===== config.mk =====
export PLATFORM = sky130hd
export DESIGN_NAME = gpio
export DESIGN_NICKNAME = d
export VERILOG_FILES = /design/src/hw/soc_pkg.sv /design/src/hw/gpio.sv
export VERILOG_INCLUDE_DIRS = /design/src /design/src/hw
export SDC_FILE = /design/constraint.sdc
export NUM_CORES = 1
export LEC_CHECK = 0
export ABC_AREA = 0
export BUFFER_PORTS_ARGS = -buffer_cell sky130_fd_sc_hd__buf_4
export CAP_MARGIN = 20
export CORE_ASPECT_RATIO = 1.4
export CORE_MARGIN = 2
export CORE_UTILIZATION = 45
export CTS_CLUSTER_DIAMETER = 30
export CTS_CLUSTER_SIZE = 25
export DETAILED_ROUTE_END_ITERATION = 16
export PLACE_DENSITY = 0.78
export SLEW_MARGIN = 5
export SYNTH_ARGS = -nofsm -noshare
export SYNTH_HDL_FRONTEND = slang
export SYNTH_SLANG_ARGS = --single-unit

===== constraint.sdc =====
create_clock -name clk -period 2.6 [get_ports clk]
set_input_delay 0.26 -clock clk [delete_from_list [all_inputs] [get_ports clk]]
set_output_delay 0.26 -clock clk [all_outputs]
set_load 0.005 [all_outputs]

===== src/hw/soc_defines.svh =====
// soc peripheral subsystem defines
// widths, address map, register offsets and reset values shared by
// the bus fabric and the slaves
`ifndef SOC_DEFINES_SVH
`define SOC_DEFINES_SVH

// data and address width
`define SOC_DATA_W          32

// address bits that pick the slave
`define SOC_SEL_MSB         31
`define SOC_SEL_LSB         28

// register offset field inside a slave window
`define SOC_OFS_MSB         3

// data memory, word addressed
`define SOC_DMEM_DEPTH      256

// gpio
`define SOC_GPIO_PINS       16
`define SOC_GPIO_CTRL_OFS   4'h0
`define SOC_GPIO_DATA_OFS   4'h4
`define SOC_GPIO_MODE_OUT   2'b01
`define SOC_GPIO_MODE_IN    2'b10

// timer registers and ctrl bits
`define SOC_TMR_CTRL_OFS    4'h0
`define SOC_TMR_COUNT_OFS   4'h4
`define SOC_TMR_VALUE_OFS   4'h8
`define SOC_TMR_EN_BIT      0
`define SOC_TMR_IE_BIT      1
`define SOC_TMR_PEND_BIT    2

// value loaded into peripheral registers at reset
`define SOC_REG_RST_VAL     '0

`endif


===== src/hw/soc_pkg.sv =====
// soc bus types
// master and slave request formats and the slave select encoding
`include "soc_defines.svh"

package soc_pkg;

    // --------------------------------------------------------------------------
    // master side request, driven by the core or the debugger
    // --------------------------------------------------------------------------
    typedef struct packed {
        logic                   req;
        logic                   we;
        logic [`SOC_DATA_W-1:0] addr;
        logic [`SOC_DATA_W-1:0] wdata;
    } bus_req_t;

    // --------------------------------------------------------------------------
    // slave side request, one per slave
    // --------------------------------------------------------------------------
    // sel is high only for the slave the decode picked
    typedef struct packed {
        logic                   sel;
        logic                   we;
        logic [`SOC_DATA_W-1:0] addr;
        logic [`SOC_DATA_W-1:0] wdata;
    } slv_req_t;

    // top address nibble, anything not listed is unmapped
    typedef enum logic [`SOC_SEL_MSB-`SOC_SEL_LSB:0] {
        SEL_DMEM  = 4'd0,
        SEL_TIMER = 4'd1,
        SEL_GPIO  = 4'd2
    } slv_sel_e;

endpackage


===== src/hw/gpio.sv =====
// gpio
// 16 pins, two mode bits per pin (01 output, 10 input), data register
// for the output level and a two flop synchronizer on the inputs
`timescale 1ns/1ps
`include "soc_defines.svh"

module gpio (
    input  logic                        clk,
    input  logic                        rst_n_i,
    input  soc_pkg::slv_req_t           req_i,
    output logic [`SOC_DATA_W-1:0]      rdata_o,
    input  logic [`SOC_GPIO_PINS-1:0]   gpio_i,
    output logic [`SOC_GPIO_PINS-1:0]   gpio_oe_o,
    output logic [`SOC_GPIO_PINS-1:0]   gpio_out_o
);

    logic [2*`SOC_GPIO_PINS-1:0] ctrl_q;
    logic [`SOC_GPIO_PINS-1:0]   data_q;
    logic [`SOC_GPIO_PINS-1:0]   sync1_q;
    logic [`SOC_GPIO_PINS-1:0]   sync2_q;
    logic [`SOC_GPIO_PINS-1:0]   pin_rd;
    logic                        wr_en;

    assign wr_en = req_i.sel & req_i.we;

    always_ff @(posedge clk) begin
        if (!rst_n_i) begin
            ctrl_q <= `SOC_REG_RST_VAL;
            data_q <= `SOC_REG_RST_VAL;
        end else if (wr_en) begin
            if (req_i.addr[`SOC_OFS_MSB:0] == `SOC_GPIO_CTRL_OFS) begin
                ctrl_q <= req_i.wdata[2*`SOC_GPIO_PINS-1:0];
            end
            if (req_i.addr[`SOC_OFS_MSB:0] == `SOC_GPIO_DATA_OFS) begin
                data_q <= req_i.wdata[`SOC_GPIO_PINS-1:0];
            end
        end
    end

    // pins are asynchronous to clk
    always_ff @(posedge clk) begin
        sync1_q <= gpio_i;
        sync2_q <= sync1_q;
    end

    // --------------------------------------------------------------------------
    // per pin mode decode
    // --------------------------------------------------------------------------
    always_comb begin
        for (int i = 0; i < `SOC_GPIO_PINS; i++) begin
            gpio_oe_o[i] = (ctrl_q[2*i +: 2] == `SOC_GPIO_MODE_OUT);
            if (ctrl_q[2*i +: 2] == `SOC_GPIO_MODE_OUT) begin
                pin_rd[i] = data_q[i];
            end else if (ctrl_q[2*i +: 2] == `SOC_GPIO_MODE_IN) begin
                pin_rd[i] = sync2_q[i];
            end else begin
                pin_rd[i] = 1'b0;
            end
        end
    end

    assign gpio_out_o = data_q;

    always_comb begin
        case (req_i.addr[`SOC_OFS_MSB:0])
            `SOC_GPIO_CTRL_OFS: rdata_o = `SOC_DATA_W'(ctrl_q);
            `SOC_GPIO_DATA_OFS: rdata_o = `SOC_DATA_W'(pin_rd);
            default:            rdata_o = '0;
        endcase
    end

    // no pin may be driven once reset has been seen
    assert property (@(posedge clk) !rst_n_i |=> (gpio_oe_o == '0))
        else $error("gpio: output enable %h after reset", gpio_oe_o);

endmodule


==> flow_summary.toml <==
[clock_tree]
clk_latency_ns = 0.34
cts_htree_levels = 3
clk_path_buf_depth = 2
cts_hold_buffers = 0
clk_pin_slew_ns = 0.08
cts-resized-gates = 0
post_cts_buffers = 0
root_buffer = "clkbuf_8"
cts_tree = "done"
clkSinkCount = 80
cts_inserted_buffers = 9

[logic_synthesis]
synthAdderAreaFrac = 0
yosysSeqAreaShare = 0.5172
synthTopCellsByArea = "dfxtp_1 (52%), mux2i_1 (16%), nand2_1 (13%), a2bb2oi_1 (4.0%), nor2b_1 (3.4%)"
yosys.area.top_type = "dfxtp_1"
synth_top_family_by_area = "simple AND/OR/NAND/NOR gates"
yosys_warnings = 0
avgSynthCellArea_sq_um = 9.413
yosys.area_share.simple = 0.2202
synthXorXnorAreaFrac = 0
synthMuxAreaShare = 0.1552
synthDistinctLibCells = 18
ys_seq_elements = 80
synth_top_area_share = 0.5172
synthesis.area_sq_um = 3097
netlist_instances = 329
syn_nets = 413
synth_compound_area_frac = 0.06990

[grt]
grt_usage = 0.2036
grt_first_pass_wirelength_um = 11740
grt_max_degree = 81
antenna_found_initial = 0
gr-total-overflow = 0
grt_pass1_vias = 2503

[die]
core_sq_um = 6613
die_y_um = 102.2
dieArea_sq_um = 7571
num_rows = 35
fp.dieW_um = 74.11
start_util = 0.4683
boundaryPins = 148

[placement]
io_buffer_count = 119
hpwl_um = 5244
place_congestion = 0.8347
dpl.cell_count = 524

[sta]
setup-tns-final_ns = 0
slew_violations = 0
maxSlewHeadroom = 0.4911
setup-violations-final = 0
skew_ns = 0.007503
hold_ws_ns = 0.01805
worst_slew_pin_slew_ns = 0.7633
clock.fmax_ghz = 0.5563
period_share = 0.6914
hold_viol_final = 0
fin_crit_ns = 1.798
rsz0062_at_grt = "false"

[cells_and_area]
fin_nets = 527
antenna_cells = 0
drive_gt1_frac = 0.3087
final_cells = 539
synthToLayoutAreaGrowth_pct = 37.13

[critical_path]
arrival_ns = 1.54
rrSetupSlack_ns = 1.91
cp-start-kind = "primary input"
end_kind = "primary output"
worst-path-max-fanout = 15
required_ns = 2.34
worst-setup-path-type = "primary input to primary output"

[power_and_ir_drop]
p_leak_uw = 0.001837
finalPower_uw = 2346
irDropWorstVdd_mv = 0.3597
p_per_area_nw_per_um2 = 552.4

[run_status]
status = "finished clean"

[drt]
drtAntennaViolNets = 0
drc_errors = 0
drt-initial-drc-count = 159
via_per_inst = 4.857
num_vias = 2618
firstDrtPassIters = 4
wl_per_cell_um = 13.70
wl_um = 7384

[hold_path]
hp-class = "primary input to flip-flop"

[job]
drv_cap = 0
==> cell type report <==
cell class	instances	area (sq um)
clock buffer	11	131.4
clock inverter	4	70.07
fill	582	2366
inverter	2	7.507
multi-input combinational	228	1380
sequential	80	1602
tap	92	115.1
timing repair buffer	122	940.9
==> flip-flops by register name (all words and copies together), names as in the netlist <==
| register | cells |
|---|---|
| ctrl_q | 32 |
| gpio_out_o | 16 |
| sync1_q | 16 |
| sync2_q | 16 |
==> per-layer routing <==
layer | vias to the layer above | share of wire | global-route usage
li1 | 1310 | - | -
met5 | - | 0 | 0
met3 | 9 | 0.053 | 0.03649
met2 | 71 | 0.53 | 0.3482
met1 | 1228 | 0.40 | 0.2457
met4 | 0 | 0.016 | 0.09231
==> where the power goes <==
group          total, uW  internal, uW  switching [uW]
combinational        132          73.3            58.4
sequential          1270          1260            10.9
clock                947           533             414
==> critical path, cell delays in order <==
cell and delay (ns):
buf_4 0.13, nor4b_2 0.30, inv_1 0.34, o21ai_0 0.34
buf_4 0.16
==> placed cells by master (no fill, tap or decap), drive strengths merged, types with 11 or more instances in the layout <==
cell type	instances
buf	122
nand2	109
dfxtp	80
mux2i	48
nor2b	17
and2	16
o21ai	16
a2bb2oi	14
clkbuf	11
==> path summary, 6_finish.rpt <==
path	start	endpoint	depth (start not counted)
min	gpio_i[8]	sync1_q[8]$_DFF_P_	1
min reg2reg	sync1_q[7]$_DFF_P_	sync2_q[7]$_DFF_P_	0
max	req_i[33]	rdata_o[12]	5
max reg2reg	ctrl_q[8]$_SDFFE_PN0P_	ctrl_q[8]$_SDFFE_PN0P_	2
==> per-stage QoR <==
| stage | setup WS, ns | area, sq um | util |
|---|---|---|---|
| 2_1_floorplan | 1.320 | 3097 | - |
| 3_3_place_gp | 0.8302 | 4045 | 0.6117 |
| 3_5_place_dp | 0.8421 | 4045 | 0.6117 |
| 4_1_cts | 0.8299 | 4247 | 0.6422 |
| 5_1_grt | 0.6987 | 4247 | 0.6422 |
| 6_report | 0.8024 | 4247 | 0.6422 |
==> logic make-up after synthesis <==
group / Yosys count
and+or+nand+nor: 148
DFF: 80
muxes: 48
AOI/OAI and AO/OA: 32
buffers and inverters: 21
==> synthesized netlist by cell type <==
cell / number
a2111oi_0: 1
a21oi_1: 1
a2bb2oi_1: 14
and2_1: 16
and3_1: 2
and3b_1: 1
buf_4: 2
buf_6: 4
clkbuf_1: 13
dfxtp_1: 80
inv_1: 2
mux2i_1: 48
nand2_1: 109
nand4b_1: 1
nor2b_1: 17
nor4_4: 1
nor4b_2: 1
o21ai_0: 16
Note: power is estimated with default switching activity, not from simulation.
