`config.mk`:
```
export PLATFORM = sky130hd
export DESIGN_NAME = timer
export DESIGN_NICKNAME = d
export VERILOG_FILES = /design/src/hw/soc_pkg.sv /design/src/hw/timer.sv
export VERILOG_INCLUDE_DIRS = /design/src /design/src/hw
export SDC_FILE = /design/constraint.sdc
export NUM_CORES = 1
export LEC_CHECK = 0
export ABC_CLOCK_PERIOD_IN_PS = 5350
export BUFFER_PORTS_ARGS = -buffer_cell sky130_fd_sc_hd__buf_2
export CORE_MARGIN = 1
export CORE_UTILIZATION = 40
export CTS_CLUSTER_DIAMETER = 30
export CTS_CLUSTER_SIZE = 16
export DETAILED_ROUTE_END_ITERATION = 10
export PLACE_DENSITY = 0.64
export RECOVER_POWER = 50
export SYNTH_ARGS = -nofsm -noshare
export SYNTH_HDL_FRONTEND = slang
export SYNTH_SLANG_ARGS = --single-unit
```
`constraint.sdc`:
```
create_clock -name clk -period 5.35 [get_ports clk]
set_input_delay 0.8025 -clock clk [delete_from_list [all_inputs] [get_ports clk]]
set_output_delay 0.8025 -clock clk [all_outputs]
set_load 0.02 [all_outputs]
```
`src/hw/soc_defines.svh`:
```
// soc peripheral subsystem defines
// widths, address map, register offsets and reset values shared by
// the bus fabric and the slaves
`ifndef SOC_DEFINES_SVH
`define SOC_DEFINES_SVH

// data and address width
`define SOC_DATA_W          32

// address bits that pick the slave
`define SOC_SEL_MSB         31
`define SOC_SEL_LSB         28

// register offset field inside a slave window
`define SOC_OFS_MSB         3

// data memory, word addressed
`define SOC_DMEM_DEPTH      256

// gpio
`define SOC_GPIO_PINS       16
`define SOC_GPIO_CTRL_OFS   4'h0
`define SOC_GPIO_DATA_OFS   4'h4
`define SOC_GPIO_MODE_OUT   2'b01
`define SOC_GPIO_MODE_IN    2'b10

// timer registers and ctrl bits
`define SOC_TMR_CTRL_OFS    4'h0
`define SOC_TMR_COUNT_OFS   4'h4
`define SOC_TMR_VALUE_OFS   4'h8
`define SOC_TMR_EN_BIT      0
`define SOC_TMR_IE_BIT      1
`define SOC_TMR_PEND_BIT    2

// value loaded into peripheral registers at reset
`define SOC_REG_RST_VAL     '0

`endif

```
`src/hw/soc_pkg.sv`:
```
// soc bus types
// master and slave request formats and the slave select encoding
`include "soc_defines.svh"

package soc_pkg;

    // --------------------------------------------------------------------------
    // master side request, driven by the core or the debugger
    // --------------------------------------------------------------------------
    typedef struct packed {
        logic                   req;
        logic                   we;
        logic [`SOC_DATA_W-1:0] addr;
        logic [`SOC_DATA_W-1:0] wdata;
    } bus_req_t;

    // --------------------------------------------------------------------------
    // slave side request, one per slave
    // --------------------------------------------------------------------------
    // sel is high only for the slave the decode picked
    typedef struct packed {
        logic                   sel;
        logic                   we;
        logic [`SOC_DATA_W-1:0] addr;
        logic [`SOC_DATA_W-1:0] wdata;
    } slv_req_t;

    // top address nibble, anything not listed is unmapped
    typedef enum logic [`SOC_SEL_MSB-`SOC_SEL_LSB:0] {
        SEL_DMEM  = 4'd0,
        SEL_TIMER = 4'd1,
        SEL_GPIO  = 4'd2
    } slv_sel_e;

endpackage

```
`src/hw/timer.sv`:
```
// timer
// free running counter that wraps at a compare value and raises a
// pending bit; irq follows pending when interrupts are enabled.
// ctrl bit 0 enable, bit 1 int enable, bit 2 pending (write 1 to clear)
`timescale 1ns/1ps
`include "soc_defines.svh"

module timer (
    input  logic                    clk,
    input  logic                    rst_n_i,
    input  soc_pkg::slv_req_t       req_i,
    output logic [`SOC_DATA_W-1:0]  rdata_o,
    output logic                    irq_o
);

    logic                   en_q;
    logic                   ie_q;
    logic                   pend_q;
    logic [`SOC_DATA_W-1:0] count_q;
    logic [`SOC_DATA_W-1:0] value_q;
    logic [`SOC_DATA_W-1:0] ctrl_rd;
    logic                   wr_en;
    logic                   ctrl_wr;
    logic                   value_wr;
    logic                   match;

    assign wr_en    = req_i.sel & req_i.we;
    assign ctrl_wr  = wr_en && (req_i.addr[`SOC_OFS_MSB:0] == `SOC_TMR_CTRL_OFS);
    assign value_wr = wr_en && (req_i.addr[`SOC_OFS_MSB:0] == `SOC_TMR_VALUE_OFS);
    assign match    = en_q && (count_q == value_q);

    // --------------------------------------------------------------------------
    // registers
    // --------------------------------------------------------------------------
    always_ff @(posedge clk) begin
        if (!rst_n_i) begin
            en_q    <= 1'b0;
            ie_q    <= 1'b0;
            pend_q  <= 1'b0;
            count_q <= `SOC_REG_RST_VAL;
            value_q <= `SOC_REG_RST_VAL;
        end else begin
            if (ctrl_wr) begin
                en_q <= req_i.wdata[`SOC_TMR_EN_BIT];
                ie_q <= req_i.wdata[`SOC_TMR_IE_BIT];
            end
            if (value_wr) begin
                value_q <= req_i.wdata;
            end
            if (en_q) begin
                count_q <= match ? '0 : count_q + `SOC_DATA_W'(1);
            end
            // a new match beats a clear in the same cycle
            if (match) begin
                pend_q <= 1'b1;
            end else if (ctrl_wr && req_i.wdata[`SOC_TMR_PEND_BIT]) begin
                pend_q <= 1'b0;
            end
        end
    end

    assign irq_o = pend_q & ie_q;

    // read mux
    always_comb begin
        ctrl_rd                    = '0;
        ctrl_rd[`SOC_TMR_EN_BIT]   = en_q;
        ctrl_rd[`SOC_TMR_IE_BIT]   = ie_q;
        ctrl_rd[`SOC_TMR_PEND_BIT] = pend_q;
        case (req_i.addr[`SOC_OFS_MSB:0])
            `SOC_TMR_CTRL_OFS:  rdata_o = ctrl_rd;
            `SOC_TMR_COUNT_OFS: rdata_o = count_q;
            `SOC_TMR_VALUE_OFS: rdata_o = value_q;
            default:            rdata_o = '0;
        endcase
    end

    // once inside the period, count stays there until value is rewritten
    assert property (@(posedge clk) disable iff (!rst_n_i)
        (en_q && (count_q <= value_q) && !value_wr) |=> (count_q <= value_q))
        else $error("timer: count %h passed value %h", count_q, value_q);

endmodule

```
==> impl_metrics.prom <==
# TYPE chip_impl_metric gauge
chip_impl_metric{name="dieArea",unit="um2"} 9070
chip_impl_metric{name="detail-route-antenna-nets",unit=""} 0
chip_impl_metric{name="regArea",unit="um2"} 1340
chip_impl_metric{name="worstMarginPinSlew",unit="ns"} 1.63
chip_impl_metric{name="synth_xor_xnor_area_share",unit="%"} 15.6
chip_impl_metric{name="synth.lib_cells_used.distinct",unit=""} 36
chip_impl_metric{name="total_power",unit="mW"} 0.922
chip_impl_metric{name="avgRoutedWirePerCell",unit="um"} 14.9
chip_impl_metric{name="hold_path_depth",unit=""} 2
chip_impl_metric{name="finalWorstPathRequiredPeriod",unit="ns"} 3.82
chip_impl_metric{name="cp_data_arrival_time",unit="ns"} 3.02
chip_impl_metric{name="clk_transition_reported_paths",unit="ns"} 0.07
chip_impl_metric{name="final.setup_skew",unit="ns"} 0.00643
chip_impl_metric{name="maxCapViolCount",unit=""} 1
chip_impl_metric{name="via_density_per_instance",unit=""} 5.22
chip_impl_metric{name="ioPinCount",unit=""} 101
chip_impl_info{name="timing_worst_setup_path_type",value="primary input to output pin"} 1
chip_impl_metric{name="static-leakage-power",unit="nW"} 1.66
chip_impl_metric{name="worst_case_clock_buffer_depth",unit=""} 2
chip_impl_metric{name="ctsResizeCount",unit=""} 0
chip_impl_info{name="status",value="finished, violations left"} 1
chip_impl_metric{name="postCtsHoldBufs",unit=""} 0
chip_impl_metric{name="die_x",unit="um"} 95.2
chip_impl_info{name="violations",value="capacitance limit, slew limit"} 1
chip_impl_metric{name="route.vias.total",unit=""} 2995
chip_impl_metric{name="netlist_instances",unit=""} 405
chip_impl_metric{name="reg2reg_slack",unit="ns"} 2.54
chip_impl_metric{name="grt_util_all_layers",unit="%"} 20.4
chip_impl_info{name="critical_r2r_launch",value="count_q[10]"} 1
chip_impl_metric{name="finalHoldWorstSlack",unit="ns"} 0.494
chip_impl_info{name="clock_tree_from_tritoncts",value="done"} 1
chip_impl_metric{name="p_clk_share",unit="%"} 40.8
chip_impl_metric{name="gr-total-overflow",unit=""} 0
chip_impl_metric{name="place.detailed.hpwl",unit="um"} 5860
chip_impl_metric{name="die_height",unit="um"} 95.2
chip_impl_metric{name="adder_cell_share_of_the_synthesized_area",unit="%"} 0.360
chip_impl_metric{name="fin_util",unit="%"} 48.5
chip_impl_metric{name="final-max-slew-violation-count",unit=""} 35
chip_impl_metric{name="synth.ff_latch_count",unit=""} 67
chip_impl_info{name="hp-class",value="flop to flop"} 1
chip_impl_metric{name="htreeDepth",unit=""} 3
chip_impl_info{name="worstSetupStartpointType",value="primary input"} 1
chip_impl_metric{name="cts_setup_buffers",unit=""} 0
chip_impl_metric{name="pin_count_of_the_biggest_net_entering_global_routing",unit=""} 39
chip_impl_metric{name="p_comb_share",unit="%"} 4.7
chip_impl_metric{name="grt_pass1_vias",unit=""} 2860
chip_impl_metric{name="p_sw",unit="mW"} 0.210
chip_impl_metric{name="rows",unit=""} 33
chip_impl_metric{name="synth_edf_count",unit=""} 0
chip_impl_metric{name="fillers",unit=""} 827
chip_impl_info{name="cp-end-kind",value="output pin"} 1
chip_impl_metric{name="power.ir.vdd_worst",unit="V"} 0.000123
chip_impl_info{name="rsz0062_at_grt",value="no"} 1
chip_impl_metric{name="achievable-frequency",unit="MHz"} 261
chip_impl_metric{name="numCtsBuffers",unit=""} 9
chip_impl_metric{name="max_slew_margin",unit="%"} -8.62
chip_impl_metric{name="netlist_area",unit="um2"} 3480
chip_impl_metric{name="p_seq_share",unit="%"} 54.5
chip_impl_metric{name="initial_utilization",unit="%"} 41.9
chip_impl_metric{name="fp.coreArea",unit="um2"} 8300
chip_impl_metric{name="global_route_wire_length_before_repair",unit="um"} 14100
chip_impl_metric{name="fin_nets",unit=""} 533
chip_impl_metric{name="drt_first_pass_iters",unit=""} 4
chip_impl_metric{name="synth.avg_cell_area",unit="um2"} 8.58
chip_impl_metric{name="placement.io_buffers",unit=""} 72
chip_impl_metric{name="report.final.hold_viol_count",unit=""} 0
chip_impl_metric{name="starting_drc_count_in_detailed_routing",unit=""} 135
chip_impl_metric{name="drc_errors",unit=""} 0
chip_impl_metric{name="post_synth_mux_area_share",unit="%"} 0.576
chip_impl_info{name="clockRootBuffer",value="sky130_fd_sc_hd__clkbuf_8"} 1
chip_impl_info{name="main_combinational_cell_family_by_area_after_synthesis",value="simple AND/OR/NAND/NOR gates"} 1
chip_impl_metric{name="syn2layout_area_growth",unit="%"} 15.7
chip_impl_metric{name="critPathRequiredTime",unit="ns"} 4.55
chip_impl_info{name="hold_start",value="value_q[19]"} 1
chip_impl_metric{name="period_utilization",unit="%"} 71.5
chip_impl_info{name="reg2reg_to",value="count_q[2]"} 1
chip_impl_metric{name="finalSetupViolCount",unit=""} 0
chip_impl_metric{name="antenna_cells",unit=""} 0
chip_impl_metric{name="multiInputGateArea",unit="um2"} 1970
chip_impl_metric{name="clock_latency",unit="ns"} 0.34
chip_impl_metric{name="synthesis.nets",unit=""} 474
chip_impl_metric{name="reg2regPathDepth",unit=""} 5
chip_impl_metric{name="synth_compound_area_share",unit="%"} 17.1
chip_impl_metric{name="initial_antenna_violation_count",unit=""} 0
chip_impl_metric{name="synth.yosys.warnings",unit=""} 0
chip_impl_metric{name="totalNegativeSetupSlack",unit="ns"} 0
chip_impl_metric{name="p_int",unit="mW"} 0.712
chip_impl_metric{name="yosys.area_share.simple",unit="%"} 22.7
chip_impl_metric{name="synth-async-reset-ratio",unit="%"} 0
chip_impl_metric{name="power_per_cell_area",unit="nW/um2"} 229
chip_impl_metric{name="layout-drive-gt1-share",unit="%"} 17.5
chip_impl_info{name="min_delay_worst_endpoint",value="value_q[19]"} 1
chip_impl_metric{name="gpl.final_weighted_congestion",unit=""} 0.835
chip_impl_metric{name="maximum_fanout_count_along_the_critical_path",unit=""} 34
chip_impl_metric{name="yosysSeqAreaShare",unit="%"} 38.6
chip_impl_metric{name="postRouteWirelength",unit="um"} 8530
chip_impl_info{name="ys.flop_type",value="sky130_fd_sc_hd__dfxtp_1"} 1
chip_impl_metric{name="cts.sinks",unit=""} 67
chip_impl_metric{name="power.switching_fraction",unit="%"} 22.8
power by group through the flow:
stage | Combinational [mW] | Sequential (mW) | Clock (mW)
2_1_floorplan | 0.0237 | 0.513 | 0
3_3_place_gp | 0.0433 | 0.514 | 0
3_5_place_dp | 0.0440 | 0.514 | 0
4_1_cts | 0.0442 | 0.502 | 0.387
5_1_grt | 0.0477 | 0.502 | 0.411
6_report | 0.0429 | 0.503 | 0.377
registers in the layout, summed over array words and instances, names as in the netlist:
| signal | flops |
|---|---|
| en_q | 1 |
| value_q | 32 |
| ie_q | 1 |
| count_q | 32 |
| pend_q | 1 |
worst max-delay path, cell delays in order:
cell	delay [ns]
sky130_fd_sc_hd__clkbuf_1	0.12
sky130_fd_sc_hd__nor4b_4	0.26
sky130_fd_sc_hd__clkbuf_1	1.20
sky130_fd_sc_hd__a222oi_1	0.35
sky130_fd_sc_hd__inv_1	0.11
sky130_fd_sc_hd__buf_2	0.16
cell type report:
class / count / area share (%)
multi-input cells: 302 / 49.0
flip-flops and latches: 67 / 33.4
repair buffers: 78 / 9.55
clock buffers: 14 / 4.04
well taps: 105 / 3.27
inverters: 6 / 0.560
clock inverters: 2 / 0.249
per-stage QoR:
stage | cell area [um2] | instances | setup slack, ns
after global routing | 4020 | 574 | 1.32
after global placement | 3870 | 558 | 2.49
after detailed placement | 3870 | 558 | 2.51
after CTS | 4050 | 574 | 2.51
final | 4020 | 574 | 1.53
after floorplan | 3480 | 405 | 2.59
per-layer routing:
| metal | wire, um | up-vias | GRT usage (%) |
|---|---|---|---|
| met4 | 120 | 0 | 7.83 |
| met5 | 0 | - | 0 |
| li1 | - | 1516 | - |
| met2 | 4040 | 65 | 33.8 |
| met3 | 304 | 10 | 3.67 |
| met1 | 4060 | 1404 | 26.3 |
kinds of logic (layout without fill, tap and decap cells):
group           count (synthesis)  after routing
simple gates                  166            166
compound gates                 71             71
flops                          67             67
xor+xnor                       62             62
buf+inv                        36            100
mux                             2              2
fa+ha+maj                       1              1
cell usage after synthesis (2+ instances only):
library cell,number,area (um2)
sky130_fd_sc_hd__and3_1,9,56.3
sky130_fd_sc_hd__a22o_1,28,245
sky130_fd_sc_hd__o311ai_0,2,17.5
sky130_fd_sc_hd__dfxtp_1,67,1340
sky130_fd_sc_hd__inv_1,6,22.5
sky130_fd_sc_hd__nand2_1,76,285
sky130_fd_sc_hd__nor2_1,32,120
sky130_fd_sc_hd__a21boi_0,31,233
sky130_fd_sc_hd__buf_2,8,40.0
sky130_fd_sc_hd__nor4_1,6,37.5
sky130_fd_sc_hd__clkbuf_1,17,63.8
sky130_fd_sc_hd__buf_6,4,45.0
sky130_fd_sc_hd__xnor2_1,18,158
sky130_fd_sc_hd__a222oi_1,3,30.0
sky130_fd_sc_hd__nand2b_1,2,12.5
sky130_fd_sc_hd__nand3_1,10,50.1
sky130_fd_sc_hd__mux2i_1,2,20.0
sky130_fd_sc_hd__and4_1,4,35.0
sky130_fd_sc_hd__xor2_1,44,385
sky130_fd_sc_hd__a21boi_1,4,30.0
sky130_fd_sc_hd__nor3_1,3,15.0
sky130_fd_sc_hd__nor2b_1,2,12.5
sky130_fd_sc_hd__nand4_1,14,87.6
layout by cell type, fill, tap and decap left out, drive strengths merged, types with 14 or more instances in the layout:
cell type	n
a21boi	35
buf	63
xnor2	18
nand2	76
xor2	44
nand4	14
clkbuf	29
dfxtp	67
a22o	29
nor2	33
worst max path at each step:
stage                   start         end  cells past startpoint
finish              req_i[34]  rdata_o[1]                      6
global route        req_i[34]  rdata_o[1]                      6
CTS                 req_i[34]  rdata_o[1]                      5
detailed placement  req_i[34]  rdata_o[1]                      5
global placement    req_i[34]  rdata_o[1]                      5
floorplan           req_i[35]  rdata_o[2]                      4
Note: power is estimated with default switching activity, not from simulation.
