[src/hw/soc_defines.svh]
// soc peripheral subsystem defines
// widths, address map, register offsets and reset values shared by
// the bus fabric and the slaves
`ifndef SOC_DEFINES_SVH
`define SOC_DEFINES_SVH

// data and address width
`define SOC_DATA_W          32

// address bits that pick the slave
`define SOC_SEL_MSB         31
`define SOC_SEL_LSB         28

// register offset field inside a slave window
`define SOC_OFS_MSB         3

// data memory, word addressed
`define SOC_DMEM_DEPTH      256

// gpio
`define SOC_GPIO_PINS       16
`define SOC_GPIO_CTRL_OFS   4'h0
`define SOC_GPIO_DATA_OFS   4'h4
`define SOC_GPIO_MODE_OUT   2'b01
`define SOC_GPIO_MODE_IN    2'b10

// timer registers and ctrl bits
`define SOC_TMR_CTRL_OFS    4'h0
`define SOC_TMR_COUNT_OFS   4'h4
`define SOC_TMR_VALUE_OFS   4'h8
`define SOC_TMR_EN_BIT      0
`define SOC_TMR_IE_BIT      1
`define SOC_TMR_PEND_BIT    2

// value loaded into peripheral registers at reset
`define SOC_REG_RST_VAL     '0

`endif

[src/hw/soc_pkg.sv]
// soc bus types
// master and slave request formats and the slave select encoding
`include "soc_defines.svh"

package soc_pkg;

    // --------------------------------------------------------------------------
    // master side request, driven by the core or the debugger
    // --------------------------------------------------------------------------
    typedef struct packed {
        logic                   req;
        logic                   we;
        logic [`SOC_DATA_W-1:0] addr;
        logic [`SOC_DATA_W-1:0] wdata;
    } bus_req_t;

    // --------------------------------------------------------------------------
    // slave side request, one per slave
    // --------------------------------------------------------------------------
    // sel is high only for the slave the decode picked
    typedef struct packed {
        logic                   sel;
        logic                   we;
        logic [`SOC_DATA_W-1:0] addr;
        logic [`SOC_DATA_W-1:0] wdata;
    } slv_req_t;

    // top address nibble, anything not listed is unmapped
    typedef enum logic [`SOC_SEL_MSB-`SOC_SEL_LSB:0] {
        SEL_DMEM  = 4'd0,
        SEL_TIMER = 4'd1,
        SEL_GPIO  = 4'd2
    } slv_sel_e;

endpackage

[src/hw/soc_bus.sv]
// soc bus fabric
// fixed priority between the core port (m0) and the debug port (m1),
// address decode to data memory, timer and gpio, and read data return.
// the debug port always wins; the core sees hold while it loses.
`timescale 1ns/1ps
`include "soc_defines.svh"

module soc_bus (
    input  logic                    clk,
    input  logic                    rst_n_i,

    // masters
    input  soc_pkg::bus_req_t       m0_req_i,
    output logic [`SOC_DATA_W-1:0]  m0_rdata_o,
    input  soc_pkg::bus_req_t       m1_req_i,
    output logic [`SOC_DATA_W-1:0]  m1_rdata_o,

    // slaves
    output soc_pkg::slv_req_t       dmem_req_o,
    input  logic [`SOC_DATA_W-1:0]  dmem_rdata_i,
    output soc_pkg::slv_req_t       timer_req_o,
    input  logic [`SOC_DATA_W-1:0]  timer_rdata_i,
    output soc_pkg::slv_req_t       gpio_req_o,
    input  logic [`SOC_DATA_W-1:0]  gpio_rdata_i,

    // core stall
    output logic                    hold_o
);

    logic                   m0_grant;
    logic                   m1_grant;
    soc_pkg::bus_req_t      grant_req;
    soc_pkg::slv_sel_e      sel;
    soc_pkg::slv_req_t      base_req;
    logic [`SOC_DATA_W-1:0] slv_rdata;

    // --------------------------------------------------------------------------
    // arbitration
    // --------------------------------------------------------------------------
    // debug port has priority over the core
    assign m1_grant = m1_req_i.req;
    assign m0_grant = m0_req_i.req & ~m1_req_i.req;

    // core has to retry whatever it asked for in this cycle
    assign hold_o = m0_req_i.req & m1_req_i.req;

    assign grant_req = m1_grant ? m1_req_i : m0_req_i;

    // --------------------------------------------------------------------------
    // decode and slave request fan-out
    // --------------------------------------------------------------------------
    assign sel = soc_pkg::slv_sel_e'(grant_req.addr[`SOC_SEL_MSB:`SOC_SEL_LSB]);

    always_comb begin
        // every slave sees the same request, only sel differs
        base_req.sel   = 1'b0;
        base_req.we    = grant_req.we;
        base_req.addr  = grant_req.addr;
        base_req.wdata = grant_req.wdata;

        dmem_req_o  = base_req;
        timer_req_o = base_req;
        gpio_req_o  = base_req;
        slv_rdata   = '0;

        if (grant_req.req) begin
            case (sel)
                soc_pkg::SEL_DMEM: begin
                    dmem_req_o.sel = 1'b1;
                    slv_rdata      = dmem_rdata_i;
                end
                soc_pkg::SEL_TIMER: begin
                    timer_req_o.sel = 1'b1;
                    slv_rdata       = timer_rdata_i;
                end
                soc_pkg::SEL_GPIO: begin
                    gpio_req_o.sel = 1'b1;
                    slv_rdata      = gpio_rdata_i;
                end
                // unmapped, reads zero and writes go nowhere
                default: begin
                    slv_rdata = '0;
                end
            endcase
        end
    end

    // --------------------------------------------------------------------------
    // read data return
    // --------------------------------------------------------------------------
    // only the winner gets data, the loser reads zero
    assign m0_rdata_o = m0_grant ? slv_rdata : '0;
    assign m1_rdata_o = m1_grant ? slv_rdata : '0;

    // never two slaves addressed at once
    assert property (@(posedge clk) disable iff (!rst_n_i)
        $onehot0({dmem_req_o.sel, timer_req_o.sel, gpio_req_o.sel}))
        else $error("soc_bus: more than one slave selected");

endmodule

[config.mk]
export PLATFORM = sky130hd
export DESIGN_NAME = soc_bus
export DESIGN_NICKNAME = d
export VERILOG_FILES = /design/src/hw/soc_pkg.sv /design/src/hw/soc_bus.sv
export VERILOG_INCLUDE_DIRS = /design/src /design/src/hw
export SDC_FILE = /design/constraint.sdc
export NUM_CORES = 1
export LEC_CHECK = 0
export ABC_CLOCK_PERIOD_IN_PS = 4100
export BUFFER_PORTS_ARGS = -buffer_cell sky130_fd_sc_hd__clkbuf_2
export CORE_AREA = 8 8 185 187
export DETAILED_ROUTE_END_ITERATION = 8
export DIE_AREA = 0 0 193 195
export PLACE_DENSITY_LB_ADDON = 0.05
export SETUP_SLACK_MARGIN = 0.3
export SYNTH_ARGS = -nofsm -noshare
export SYNTH_HDL_FRONTEND = slang
export SYNTH_SLANG_ARGS = --single-unit
[constraint.sdc]
create_clock -name vclk -period 4.1
set_clock_uncertainty 0.1 [all_clocks]
set_input_delay 0.615 -clock vclk [all_inputs]
set_output_delay 0.615 -clock vclk [all_outputs]
set_load 0.02 [all_outputs]
==> flow_summary.json, run 1 <==
{
  "die_area_um2": 37600,
  "clockBufferCount": 0,
  "cts_resized": 0,
  "worst_ir_drop_vdd_uv": 68.2,
  "synth_xor_area_share_pct": 0,
  "grt_max_degree": 49,
  "numSequentialCells": 0,
  "outcome": "finished, final reports clean",
  "detail_route.iter0.violations": 131,
  "wl_mm": 23.9,
  "power.leakage_nw": 2.94,
  "routed-via-count": 4013,
  "antennaDiodeCount": 0,
  "ff_latch_area_um2": 0,
  "worst_setup_path_startpoint": "m1_req_i[65]",
  "min_period_ps": 3210,
  "synth_top_area_cell": "sky130_fd_sc_hd__buf_4",
  "chip_width_um": 193,
  "setup_tns_ps": 0,
  "power.density_cell_area_nw_per_um2": 149,
  "initial_core_utilization_pct": 10.0,
  "final_worst_path_period_share_pct": 78.2,
  "fin_util_pct": 16.1,
  "setup_violations": 0,
  "dp.final_hpwl_mm": 20.9,
  "layout_commonest_cell": "sky130_fd_sc_hd__clkbuf_2",
  "first_pass_grt_wire_length_mm": 32.4,
  "globalRouteOverflowTotal": 0,
  "synthesis.instances": 339,
  "i_o_pin_total": 493,
  "antenna_violations_before_repair": 1,
  "yosys_warnings": 0,
  "grt_use_total_pct": 11.4,
  "core-area_um2": 31200,
  "fraction_of_synthesized_area_in_multiplexers_pct": 37.2,
  "max_slew_margin_pct": 56.6,
  "post_drt_wl_per_cell_um": 22.1,
  "synth_top_cell_area_share_pct": 31.3,
  "syn_area_per_cell_um2": 9.21,
  "postCtsSetupBuffers": 0,
  "synth_cell_types": 28,
  "final-max-slew-violation-count": 0,
  "ys_top_cells_by_area": "sky130_fd_sc_hd__buf_4 31%, sky130_fd_sc_hd__mux2_2 24%, sky130_fd_sc_hd__a32o_2 11%",
  "route.antenna.remaining_nets": 0,
  "synth.yosys.seq_area_share_pct": 0,
  "vias_per_cell": 3.71,
  "chipHeight_um": 195,
  "rsz0062_at_grt": "false",
  "post_synth_and_or_nand_nor_area_fraction_pct": 2.56,
  "synthAdderAreaFrac_pct": 0,
  "crit_fanout": 25,
  "syn_to_final_growth_pct": 60.9,
  "worst_setup_end_kind": "output port",
  "crit_required_ps": 3380,
  "crit_end": "m1_rdata_o[31]",
  "final_layout_size_suffix_gt1_share_pct": 91.2,
  "globalplace.congestion": 0.784,
  "timing.critical_path.arrival_ps": 2490,
  "number_of_global_route_vias_before_repair": 4473,
  "most-common-layout-cells": "490 x sky130_fd_sc_hd__clkbuf_2, 67 x sky130_fd_sc_hd__mux2_2, 32 x sky130_fd_sc_hd__a32o_1, 30 x sky130_fd_sc_hd__a32o_2, 16 x sky130_fd_sc_hd__mux2_4",
  "numPortBuffers": 491,
  "synth-compound-area-share_pct": 23.0,
  "post_synth_instance_area_um2": 3120,
  "timing.critical_path.from_type": "input port",
  "timing_worst_slew_pin_value_ps": 651,
  "largest_family_of_logic_cells_by_synthesized_area": "buffers and inverters",
  "nets": 912,
  "hold_buffers": 0,
  "max_freq_ghz": 0.312,
  "synth_fp_nets": 569,
  "max_cap_violations": 0,
  "criticalPathCategory": "input port to output port",
  "first_pass_iters": 4,
  "placement_rows": 65,
  "holdCritPathClass": "input port to output port",
  "post-route-drc-count": 0,
  "final-hold-violation-count": 0
}
==> worst max-delay path, stage by stage <==
cell	delay, ps
sky130_fd_sc_hd__buf_4	310
sky130_fd_sc_hd__mux2i_4	300
sky130_fd_sc_hd__buf_4	400
sky130_fd_sc_hd__mux2_1	410
sky130_fd_sc_hd__a32o_1	270
sky130_fd_sc_hd__clkbuf_2	170
==> routing by layer <==
metal / track usage [%] / vias up / wire, µm
met1: 11.9 / 1902 / 8570
li1: - / 1845 / -
met3: 3.35 / 4 / 2350
met2: 22.8 / 260 / 12900
met4: 0.171 / 2 / 38
met5: 0 / - / 13
==> where the power goes <==
part | switching (W) | total (W) | leakage (nW) | internal (W)
clock | 0 | 0 | 0 | 0
sequential | 0 | 0 | 0 | 0
combinational | 0.000465 | 0.000750 | 2.94 | 0.000285
total | 0.000465 | 0.000750 | 2.94 | 0.000285
==> area by class of cell <==
type | count | area [µm²]
tap | 402 | 503
inverter | 4 | 15.0
timing repair buffer | 500 | 2530
multi-input combinational | 176 | 1980
fill | 3684 | 26200
==> logic make-up after synthesis <==
group | count (synthesis)
AOI/OAI and AO/OA | 68
buffers and inverters | 163
muxes | 97
and+or+nand+nor | 11
==> worst min-delay path by stage <==
| stage | from | endpoint | slack (ps) | cells after the start |
|---|---|---|---|---|
| 2_1_floorplan | timer_rdata_i[0] | m1_rdata_o[0] | 1300 | 1 |
| 3_3_place_gp | timer_rdata_i[18] | m1_rdata_o[18] | 1500 | 3 |
| 3_5_place_dp | timer_rdata_i[14] | m1_rdata_o[14] | 1490 | 3 |
| 4_1_cts | timer_rdata_i[14] | m1_rdata_o[14] | 1500 | 3 |
| 5_1_grt | timer_rdata_i[14] | m1_rdata_o[14] | 1500 | 3 |
| 6_report | timer_rdata_i[13] | m1_rdata_o[13] | 1500 | 3 |
==> cell usage after synthesis <==
cell	number
sky130_fd_sc_hd__buf_4	130
sky130_fd_sc_hd__mux2_2	67
sky130_fd_sc_hd__a32o_1	32
sky130_fd_sc_hd__a32o_2	30
sky130_fd_sc_hd__mux2_4	16
sky130_fd_sc_hd__clkbuf_1	12
sky130_fd_sc_hd__mux2_1	11
sky130_fd_sc_hd__buf_2	10
sky130_fd_sc_hd__buf_6	7
sky130_fd_sc_hd__inv_1	3
sky130_fd_sc_hd__a211oi_1	2
sky130_fd_sc_hd__mux2i_1	2
sky130_fd_sc_hd__nor2_1	2
sky130_fd_sc_hd__a21boi_1	1
sky130_fd_sc_hd__a21oi_1	1
sky130_fd_sc_hd__a221oi_4	1
sky130_fd_sc_hd__and2_1	1
sky130_fd_sc_hd__inv_2	1
sky130_fd_sc_hd__mux2i_4	1
sky130_fd_sc_hd__nand2_1	1
sky130_fd_sc_hd__nand2b_1	1
sky130_fd_sc_hd__nand3b_1	1
sky130_fd_sc_hd__nor3b_1	1
sky130_fd_sc_hd__nor4_1	1
sky130_fd_sc_hd__nor4b_2	1
sky130_fd_sc_hd__o21ai_0	1
sky130_fd_sc_hd__or3b_1	1
sky130_fd_sc_hd__or3b_4	1
==> through the flow <==
step	std cells	power, W	hold slack (ps)	worst slack [ps]	area (µm²)
CTS	1082	0.000771	1500	831	5020
detailed placement	1082	0.000768	1490	827	5020
floorplan	339	0.000552	1300	1400	3120
finish	1082	0.000750	1500	893	5020
global route	1082	0.000798	1500	793	5020
global placement	1082	0.000771	1500	842	5020
(Power assumes the default switching activity.)
==> inputs of run 2 (changes only) <==
--- a/config.mk
+++ b/config.mk
@@ -6,11 +6,11 @@
 export SDC_FILE = /design/constraint.sdc
 export NUM_CORES = 1
 export LEC_CHECK = 0
-export ABC_CLOCK_PERIOD_IN_PS = 4100
+export ABC_CLOCK_PERIOD_IN_PS = 2850
 export BUFFER_PORTS_ARGS = -buffer_cell sky130_fd_sc_hd__clkbuf_2
-export CORE_AREA = 8 8 185 187
+export CORE_AREA = 8 8 187 189
 export DETAILED_ROUTE_END_ITERATION = 8
-export DIE_AREA = 0 0 193 195
+export DIE_AREA = 0 0 195 197
 export PLACE_DENSITY_LB_ADDON = 0.05
 export SETUP_SLACK_MARGIN = 0.3
 export SYNTH_ARGS = -nofsm -noshare
==> constraint.sdc (replaced) <==
create_clock -name vclk -period 2.85
set_clock_uncertainty 0.1 [all_clocks]
set_input_delay 0.4275 -clock vclk [all_inputs]
set_output_delay 0.4275 -clock vclk [all_outputs]
set_load 0.02 [all_outputs]
==> run 2 against run 1 <==
Net effect: via count rose by 1.3%; highest routed layer is now met4; first-iteration DRC count shrank 40%; wire length shrank 4.7%; largest power group unchanged; largest cell class unchanged; clock-buffer cell count is the same.
==> flow_summary.json, run 2 (synthesized netlist as in run 1, its figures left out) <==
{
  "placement_rows": 66,
  "grt_met3_use_pct": 2.52,
  "most-common-layout-cells": "489 x sky130_fd_sc_hd__clkbuf_2, 67 x sky130_fd_sc_hd__mux2_2, 32 x sky130_fd_sc_hd__a32o_1, 30 x sky130_fd_sc_hd__a32o_2, 16 x sky130_fd_sc_hd__mux2_4",
  "number_of_global_route_vias_before_repair": 4610,
  "i_o_pin_total": 493,
  "core-area_um2": 32000,
  "chipHeight_um": 197,
  "crit_required_ps": 2320,
  "globalRouteOverflowTotal": 0,
  "nets": 917,
  "gr-usage-met2_pct": 20.3,
  "timing.critical_path.from_type": "input port",
  "holdCritPathClass": "input port to output port",
  "route.antenna.remaining_nets": 0,
  "critPathSlowestCell": "sky130_fd_sc_hd__mux2_1",
  "fin_util_pct": 16.0,
  "outcome": "finished, final reports clean",
  "setup_violations": 0,
  "crit_chain": "buf_4 > mux2i_4 > buf_12 > mux2_1 > a32o_2 > clkbuf_2",
  "setup_tns_ps": 0,
  "globalplace.congestion": 0.768,
  "timing.critical_path.arrival_ps": 1970,
  "nFillCells": 3708,
  "first_pass_grt_wire_length_mm": 31.6,
  "power.leakage_nw": 2.98,
  "final_layout_size_suffix_gt1_share_pct": 91.4,
  "global_route.usage.met1_pct": 12.0,
  "max_freq_ghz": 0.400,
  "rsz0062_at_grt": "true",
  "timing_worst_slew_pin_value_ps": 611,
  "vias_per_cell": 3.72,
  "layout_commonest_cell": "sky130_fd_sc_hd__clkbuf_2",
  "max_slew_margin_pct": 59.3,
  "antenna_violations_before_repair": 0,
  "crit_fanout": 19,
  "numSequentialCells": 0,
  "globalRoute.busiestLayer": "met2",
  "final_worst_path_period_share_pct": 87.7,
  "min_period_ps": 2500,
  "grt_use_total_pct": 10.6,
  "max_cap_violations": 0,
  "dp.final_hpwl_mm": 20.1,
  "die_area_um2": 38400,
  "power.density_cell_area_nw_per_um2": 213,
  "criticalPathCategory": "input port to output port",
  "post_drt_wl_per_cell_um": 20.8,
  "final_design_area_no_fill_um2": 5130,
  "ff_latch_area_um2": 0,
  "final-hold-violation-count": 0,
  "holdWs_ps": 1120,
  "worst_ir_drop_vdd_uv": 121,
  "post-route-drc-count": 0,
  "detail_route.iter0.violations": 78,
  "grt_max_degree": 47,
  "clockBufferCount": 0,
  "wl_mm": 22.8,
  "chip_width_um": 195,
  "worst_setup_end_kind": "output port",
  "initial_core_utilization_pct": 9.75,
  "numPortBuffers": 491,
  "syn_to_final_growth_pct": 64.2,
  "first_pass_iters": 4,
  "post_dp_cell_area_um2": 5090,
  "critical_path.max_stage_delay_ps": 380,
  "routed-via-count": 4067,
  "final-max-slew-violation-count": 0
}
[run 2: report_power, final]
group	switching (W)	internal (W)	total [W]
registers	0	0	0
clock network	0	0.0000000000470	0.0000000000470
logic	0.000669	0.000422	0.00109
total	0.000669	0.000422	0.00109
[run 2: path summary, 6_finish.rpt]
kind / startpoint / end / slack (ps) / cells after the start
setup / recovery: m1_req_i[65] / m1_rdata_o[14] / 350 / 6
hold / removal: timer_rdata_i[12] / m1_rdata_o[12] / 1120 / 3
[run 2: final cells by class]
type               instances  area, µm²  area share (%)
repair buffers           505       2620            51.0
multi-input cells        176       1980            38.7
well taps                408        510            9.96
inverters                  4       15.0           0.293
diodes                     1       2.50          0.0488
[run 2: timing repair]
action / CTS / global route
buffers inserted: 0 / 0
resized for setup: 2 / 7
setup endpoints to repair: 30 / 19
hold buffers: 0 / 0
[run 2: layer usage]
metal | vias to the layer above | wire [µm]
li1 | 1853 | -
met1 | 1925 | 8850
met2 | 277 | 12000
met3 | 12 | 1670
met4 | 0 | 267
met5 | - | 0
[run 2: critical path, delay by kind of cell]
family	cells	cell delay, ps
mux	2	690
compound gates	1	270
buf+inv	3	560
[run 2: metrics by stage]
stage / worst slack, ps / std cells / power [W]
after floorplan: 521 / 339 / 0.000794
after global placement: 225 / 1093 / 0.00111
after detailed placement: 210 / 1093 / 0.00111
after CTS: 287 / 1093 / 0.00111
after global routing: 292 / 1093 / 0.00116
final: 350 / 1094 / 0.00109
==> inputs of run 3 (changes only) <==
--- a/config.mk
+++ b/config.mk
@@ -6,11 +6,12 @@
 export SDC_FILE = /design/constraint.sdc
 export NUM_CORES = 1
 export LEC_CHECK = 0
+export ABC_AREA = 1
 export ABC_CLOCK_PERIOD_IN_PS = 2850
 export BUFFER_PORTS_ARGS = -buffer_cell sky130_fd_sc_hd__clkbuf_2
-export CORE_AREA = 8 8 187 189
+export CORE_AREA = 8 8 188 190
 export DETAILED_ROUTE_END_ITERATION = 8
-export DIE_AREA = 0 0 195 197
+export DIE_AREA = 0 0 196 198
 export PLACE_DENSITY_LB_ADDON = 0.05
 export SETUP_SLACK_MARGIN = 0.3
 export SYNTH_ARGS = -nofsm -noshare
==> run 3 against run 2 <==
Net effect: final area is 3.9% higher; highest routed layer unchanged; via count is 22% higher; largest cell class unchanged; sequential share of layout area stayed put.
==> flow_summary.json, run 3 <==
{
  "outcome": "finished, final reports clean",
  "routed-via-count": 4965,
  "final_design_area_no_fill_um2": 5330,
  "rsz0062_at_grt": "false",
  "synth_cell_types": 16,
  "detail_route.iter0.violations": 176,
  "max_cap_violations": 0,
  "route.antenna.remaining_nets": 0,
  "holdCritPathClass": "input port to output port",
  "post_dp_cell_area_um2": 5090,
  "switching_share_pct": 65.2,
  "ff_latch_area_um2": 0,
  "crit_chain": "clkbuf_8 > inv_6 > nand2_2 > nand2_4 > nor2_4 > buf_12 > buf_16 > nand3_1 > nand3_1 > nand2_1 > nor2_1 > clkbuf_2",
  "synthTopCellsByCount": "233 x sky130_fd_sc_hd__nand2_1, 140 x sky130_fd_sc_hd__buf_4, 121 x sky130_fd_sc_hd__nand3_1",
  "final_layout_size_suffix_gt1_share_pct": 55.5,
  "post_drt_wl_per_cell_um": 17.6,
  "placement_rows": 66,
  "ys_top_cells_by_area": "sky130_fd_sc_hd__buf_4 33%, sky130_fd_sc_hd__nand2_1 28%, sky130_fd_sc_hd__nand3_1 19%",
  "dp.final_hpwl_mm": 19.9,
  "synth_fp_nets": 850,
  "p_sw_w": 0.000804,
  "layout_commonest_cell": "sky130_fd_sc_hd__clkbuf_2",
  "core-area_um2": 32200,
  "crit_end": "m1_rdata_o[29]",
  "final_worst_path_period_share_pct": 84.4,
  "crit_fanout": 16,
  "synth_top_cell_area_share_pct": 33.4,
  "synth.yosys.seq_area_share_pct": 0,
  "number_of_global_route_vias_before_repair": 5024,
  "critical_path_depth": 12,
  "vias_per_cell": 3.62,
  "first_pass_iters": 4,
  "chipHeight_um": 198,
  "timing.critical_path.from_type": "input port",
  "yosys_warnings": 0,
  "final-hold-violation-count": 0,
  "syn_to_final_growth_pct": 69.3,
  "final-max-slew-violation-count": 0,
  "max_slew_margin_pct": 63.1,
  "numPortBuffers": 491,
  "synthesis.instances": 620,
  "die_area_um2": 38800,
  "cell_with_the_most_instances_on_the_worst_path": "sky130_fd_sc_hd__nand3_1",
  "i_o_pin_total": 493,
  "setup_tns_ps": 0,
  "pwr-share-seq_pct": 0,
  "critPathSlowestCell": "sky130_fd_sc_hd__nor2_4",
  "post-route-drc-count": 0,
  "max_freq_ghz": 0.416,
  "hold_buffers": 0,
  "first_pass_grt_wire_length_mm": 32.8,
  "timing_worst_slew_pin_value_ps": 553,
  "syn_area_per_cell_um2": 5.08,
  "min_period_ps": 2400,
  "setup_violations": 0,
  "clock_power_share_pct": 0,
  "crit_path_max_delay_family": "buffers and inverters",
  "worst_setup_path_startpoint": "m1_req_i[65]",
  "comb_power_share_pct": 100.0,
  "chip_width_um": 196,
  "multi_input_area_um2": 1920,
  "numSequentialCells": 0,
  "worst_setup_end_kind": "output port",
  "globalRouteOverflowTotal": 0,
  "worst_ir_drop_vdd_uv": 83.8,
  "nFillCells": 3877,
  "crit_required_ps": 2320,
  "most-common-layout-cells": "472 x sky130_fd_sc_hd__clkbuf_2, 232 x sky130_fd_sc_hd__nand2_1, 121 x sky130_fd_sc_hd__nand3_1, 66 x sky130_fd_sc_hd__nor2_1, 13 x sky130_fd_sc_hd__buf_4",
  "criticalPathCategory": "input port to output port",
  "post_synth_instance_area_um2": 3150,
  "power.internal_w": 0.000429,
  "grt_use_total_pct": 10.8,
  "globalplace.congestion": 0.744,
  "antenna_violations_before_repair": 1,
  "initial_core_utilization_pct": 9.77,
  "clockBufferCount": 0,
  "cp_num_buf_inv": 5,
  "wl_mm": 24.2,
  "timing.critical_path.arrival_ps": 1880,
  "critical_path.max_stage_delay_ps": 200,
  "power.leakage_nw": 3.37,
  "nets": 1193,
  "grt_max_degree": 48,
  "power.density_cell_area_nw_per_um2": 231,
  "synth_top_area_cell": "sky130_fd_sc_hd__buf_4",
  "synth.most_common_cell": "sky130_fd_sc_hd__nand2_1"
}
[run 3: changes by cell type in the layout (fill, tap and decap cells not counted), moves of 30 or more]
cell,previous run,this run
sky130_fd_sc_hd__nand2_1,1,232
sky130_fd_sc_hd__nand3_1,0,121
sky130_fd_sc_hd__mux2_2,67,0
sky130_fd_sc_hd__nor2_1,2,66
sky130_fd_sc_hd__a32o_1,32,0
sky130_fd_sc_hd__a32o_2,30,0
[run 3: cell families after synthesis]
group,synth area share [%]
AND/OR/NAND/NOR,60.4
buffers and inverters,39.6
[run 3: worst min path at each step]
stage | startpoint | to | slack, ps | cells after the start
floorplan | m0_req_i[65] | hold_o | 890 | 2
finish | m0_req_i[65] | hold_o | 1100 | 4
global placement | m0_req_i[65] | hold_o | 1110 | 4
detailed placement | m0_req_i[65] | hold_o | 1100 | 4
global route | m0_req_i[65] | hold_o | 1120 | 4
CTS | m0_req_i[65] | hold_o | 1110 | 4
[run 3: routing by layer]
| layer | vias up | routed length, µm | track usage (%) |
|---|---|---|---|
| met4 | 0 | 612 | 2.16 |
| met1 | 2176 | 8600 | 10.9 |
| met3 | 28 | 2180 | 3.28 |
| li1 | 2495 | - | - |
| met5 | - | 0 | 0 |
| met2 | 266 | 12800 | 21.6 |
[run 3: power groups by stage]
| stage | Combinational, W | Clock [W] | Sequential [W] |
|---|---|---|---|
| global route | 0.00134 | 0.0000000000469 | 0 |
| CTS | 0.00123 | 0 | 0 |
| finish | 0.00123 | 0.0000000000469 | 0 |
| detailed placement | 0.00119 | 0 | 0 |
| global placement | 0.00121 | 0 | 0 |
| floorplan | 0.000846 | 0 | 0 |
[run 3: repair_timing]
item / CTS / global route
pin swaps: 2 / 3
gates cloned: 2 / 3
endpoints found under the setup margin: 64 / 59
buffers inserted: 2 / 1
resized for setup: 11 / 22
[run 3: through the flow]
stage                     worst slack [ps]  utilization (%)  hold slack (ps)  std cells  power (W)
after floorplan                        619                -              886        620   0.000846
after global routing                   304             16.5             1120       1370    0.00134
after global placement                 154             15.8             1110       1361    0.00121
after CTS                              339             16.2             1110       1365    0.00123
after detailed placement               157             15.8             1100       1361    0.00119
final                                  446             16.5             1100       1370    0.00123
[run 3: area by class of cell]
class                           instances  area share [%]
Timing Repair Buffer                  514            53.6
Multi-Input combinational cell        437            36.0
Tap cell                              408            9.58
Inverter                               10           0.798
Antenna cell                            1          0.0470
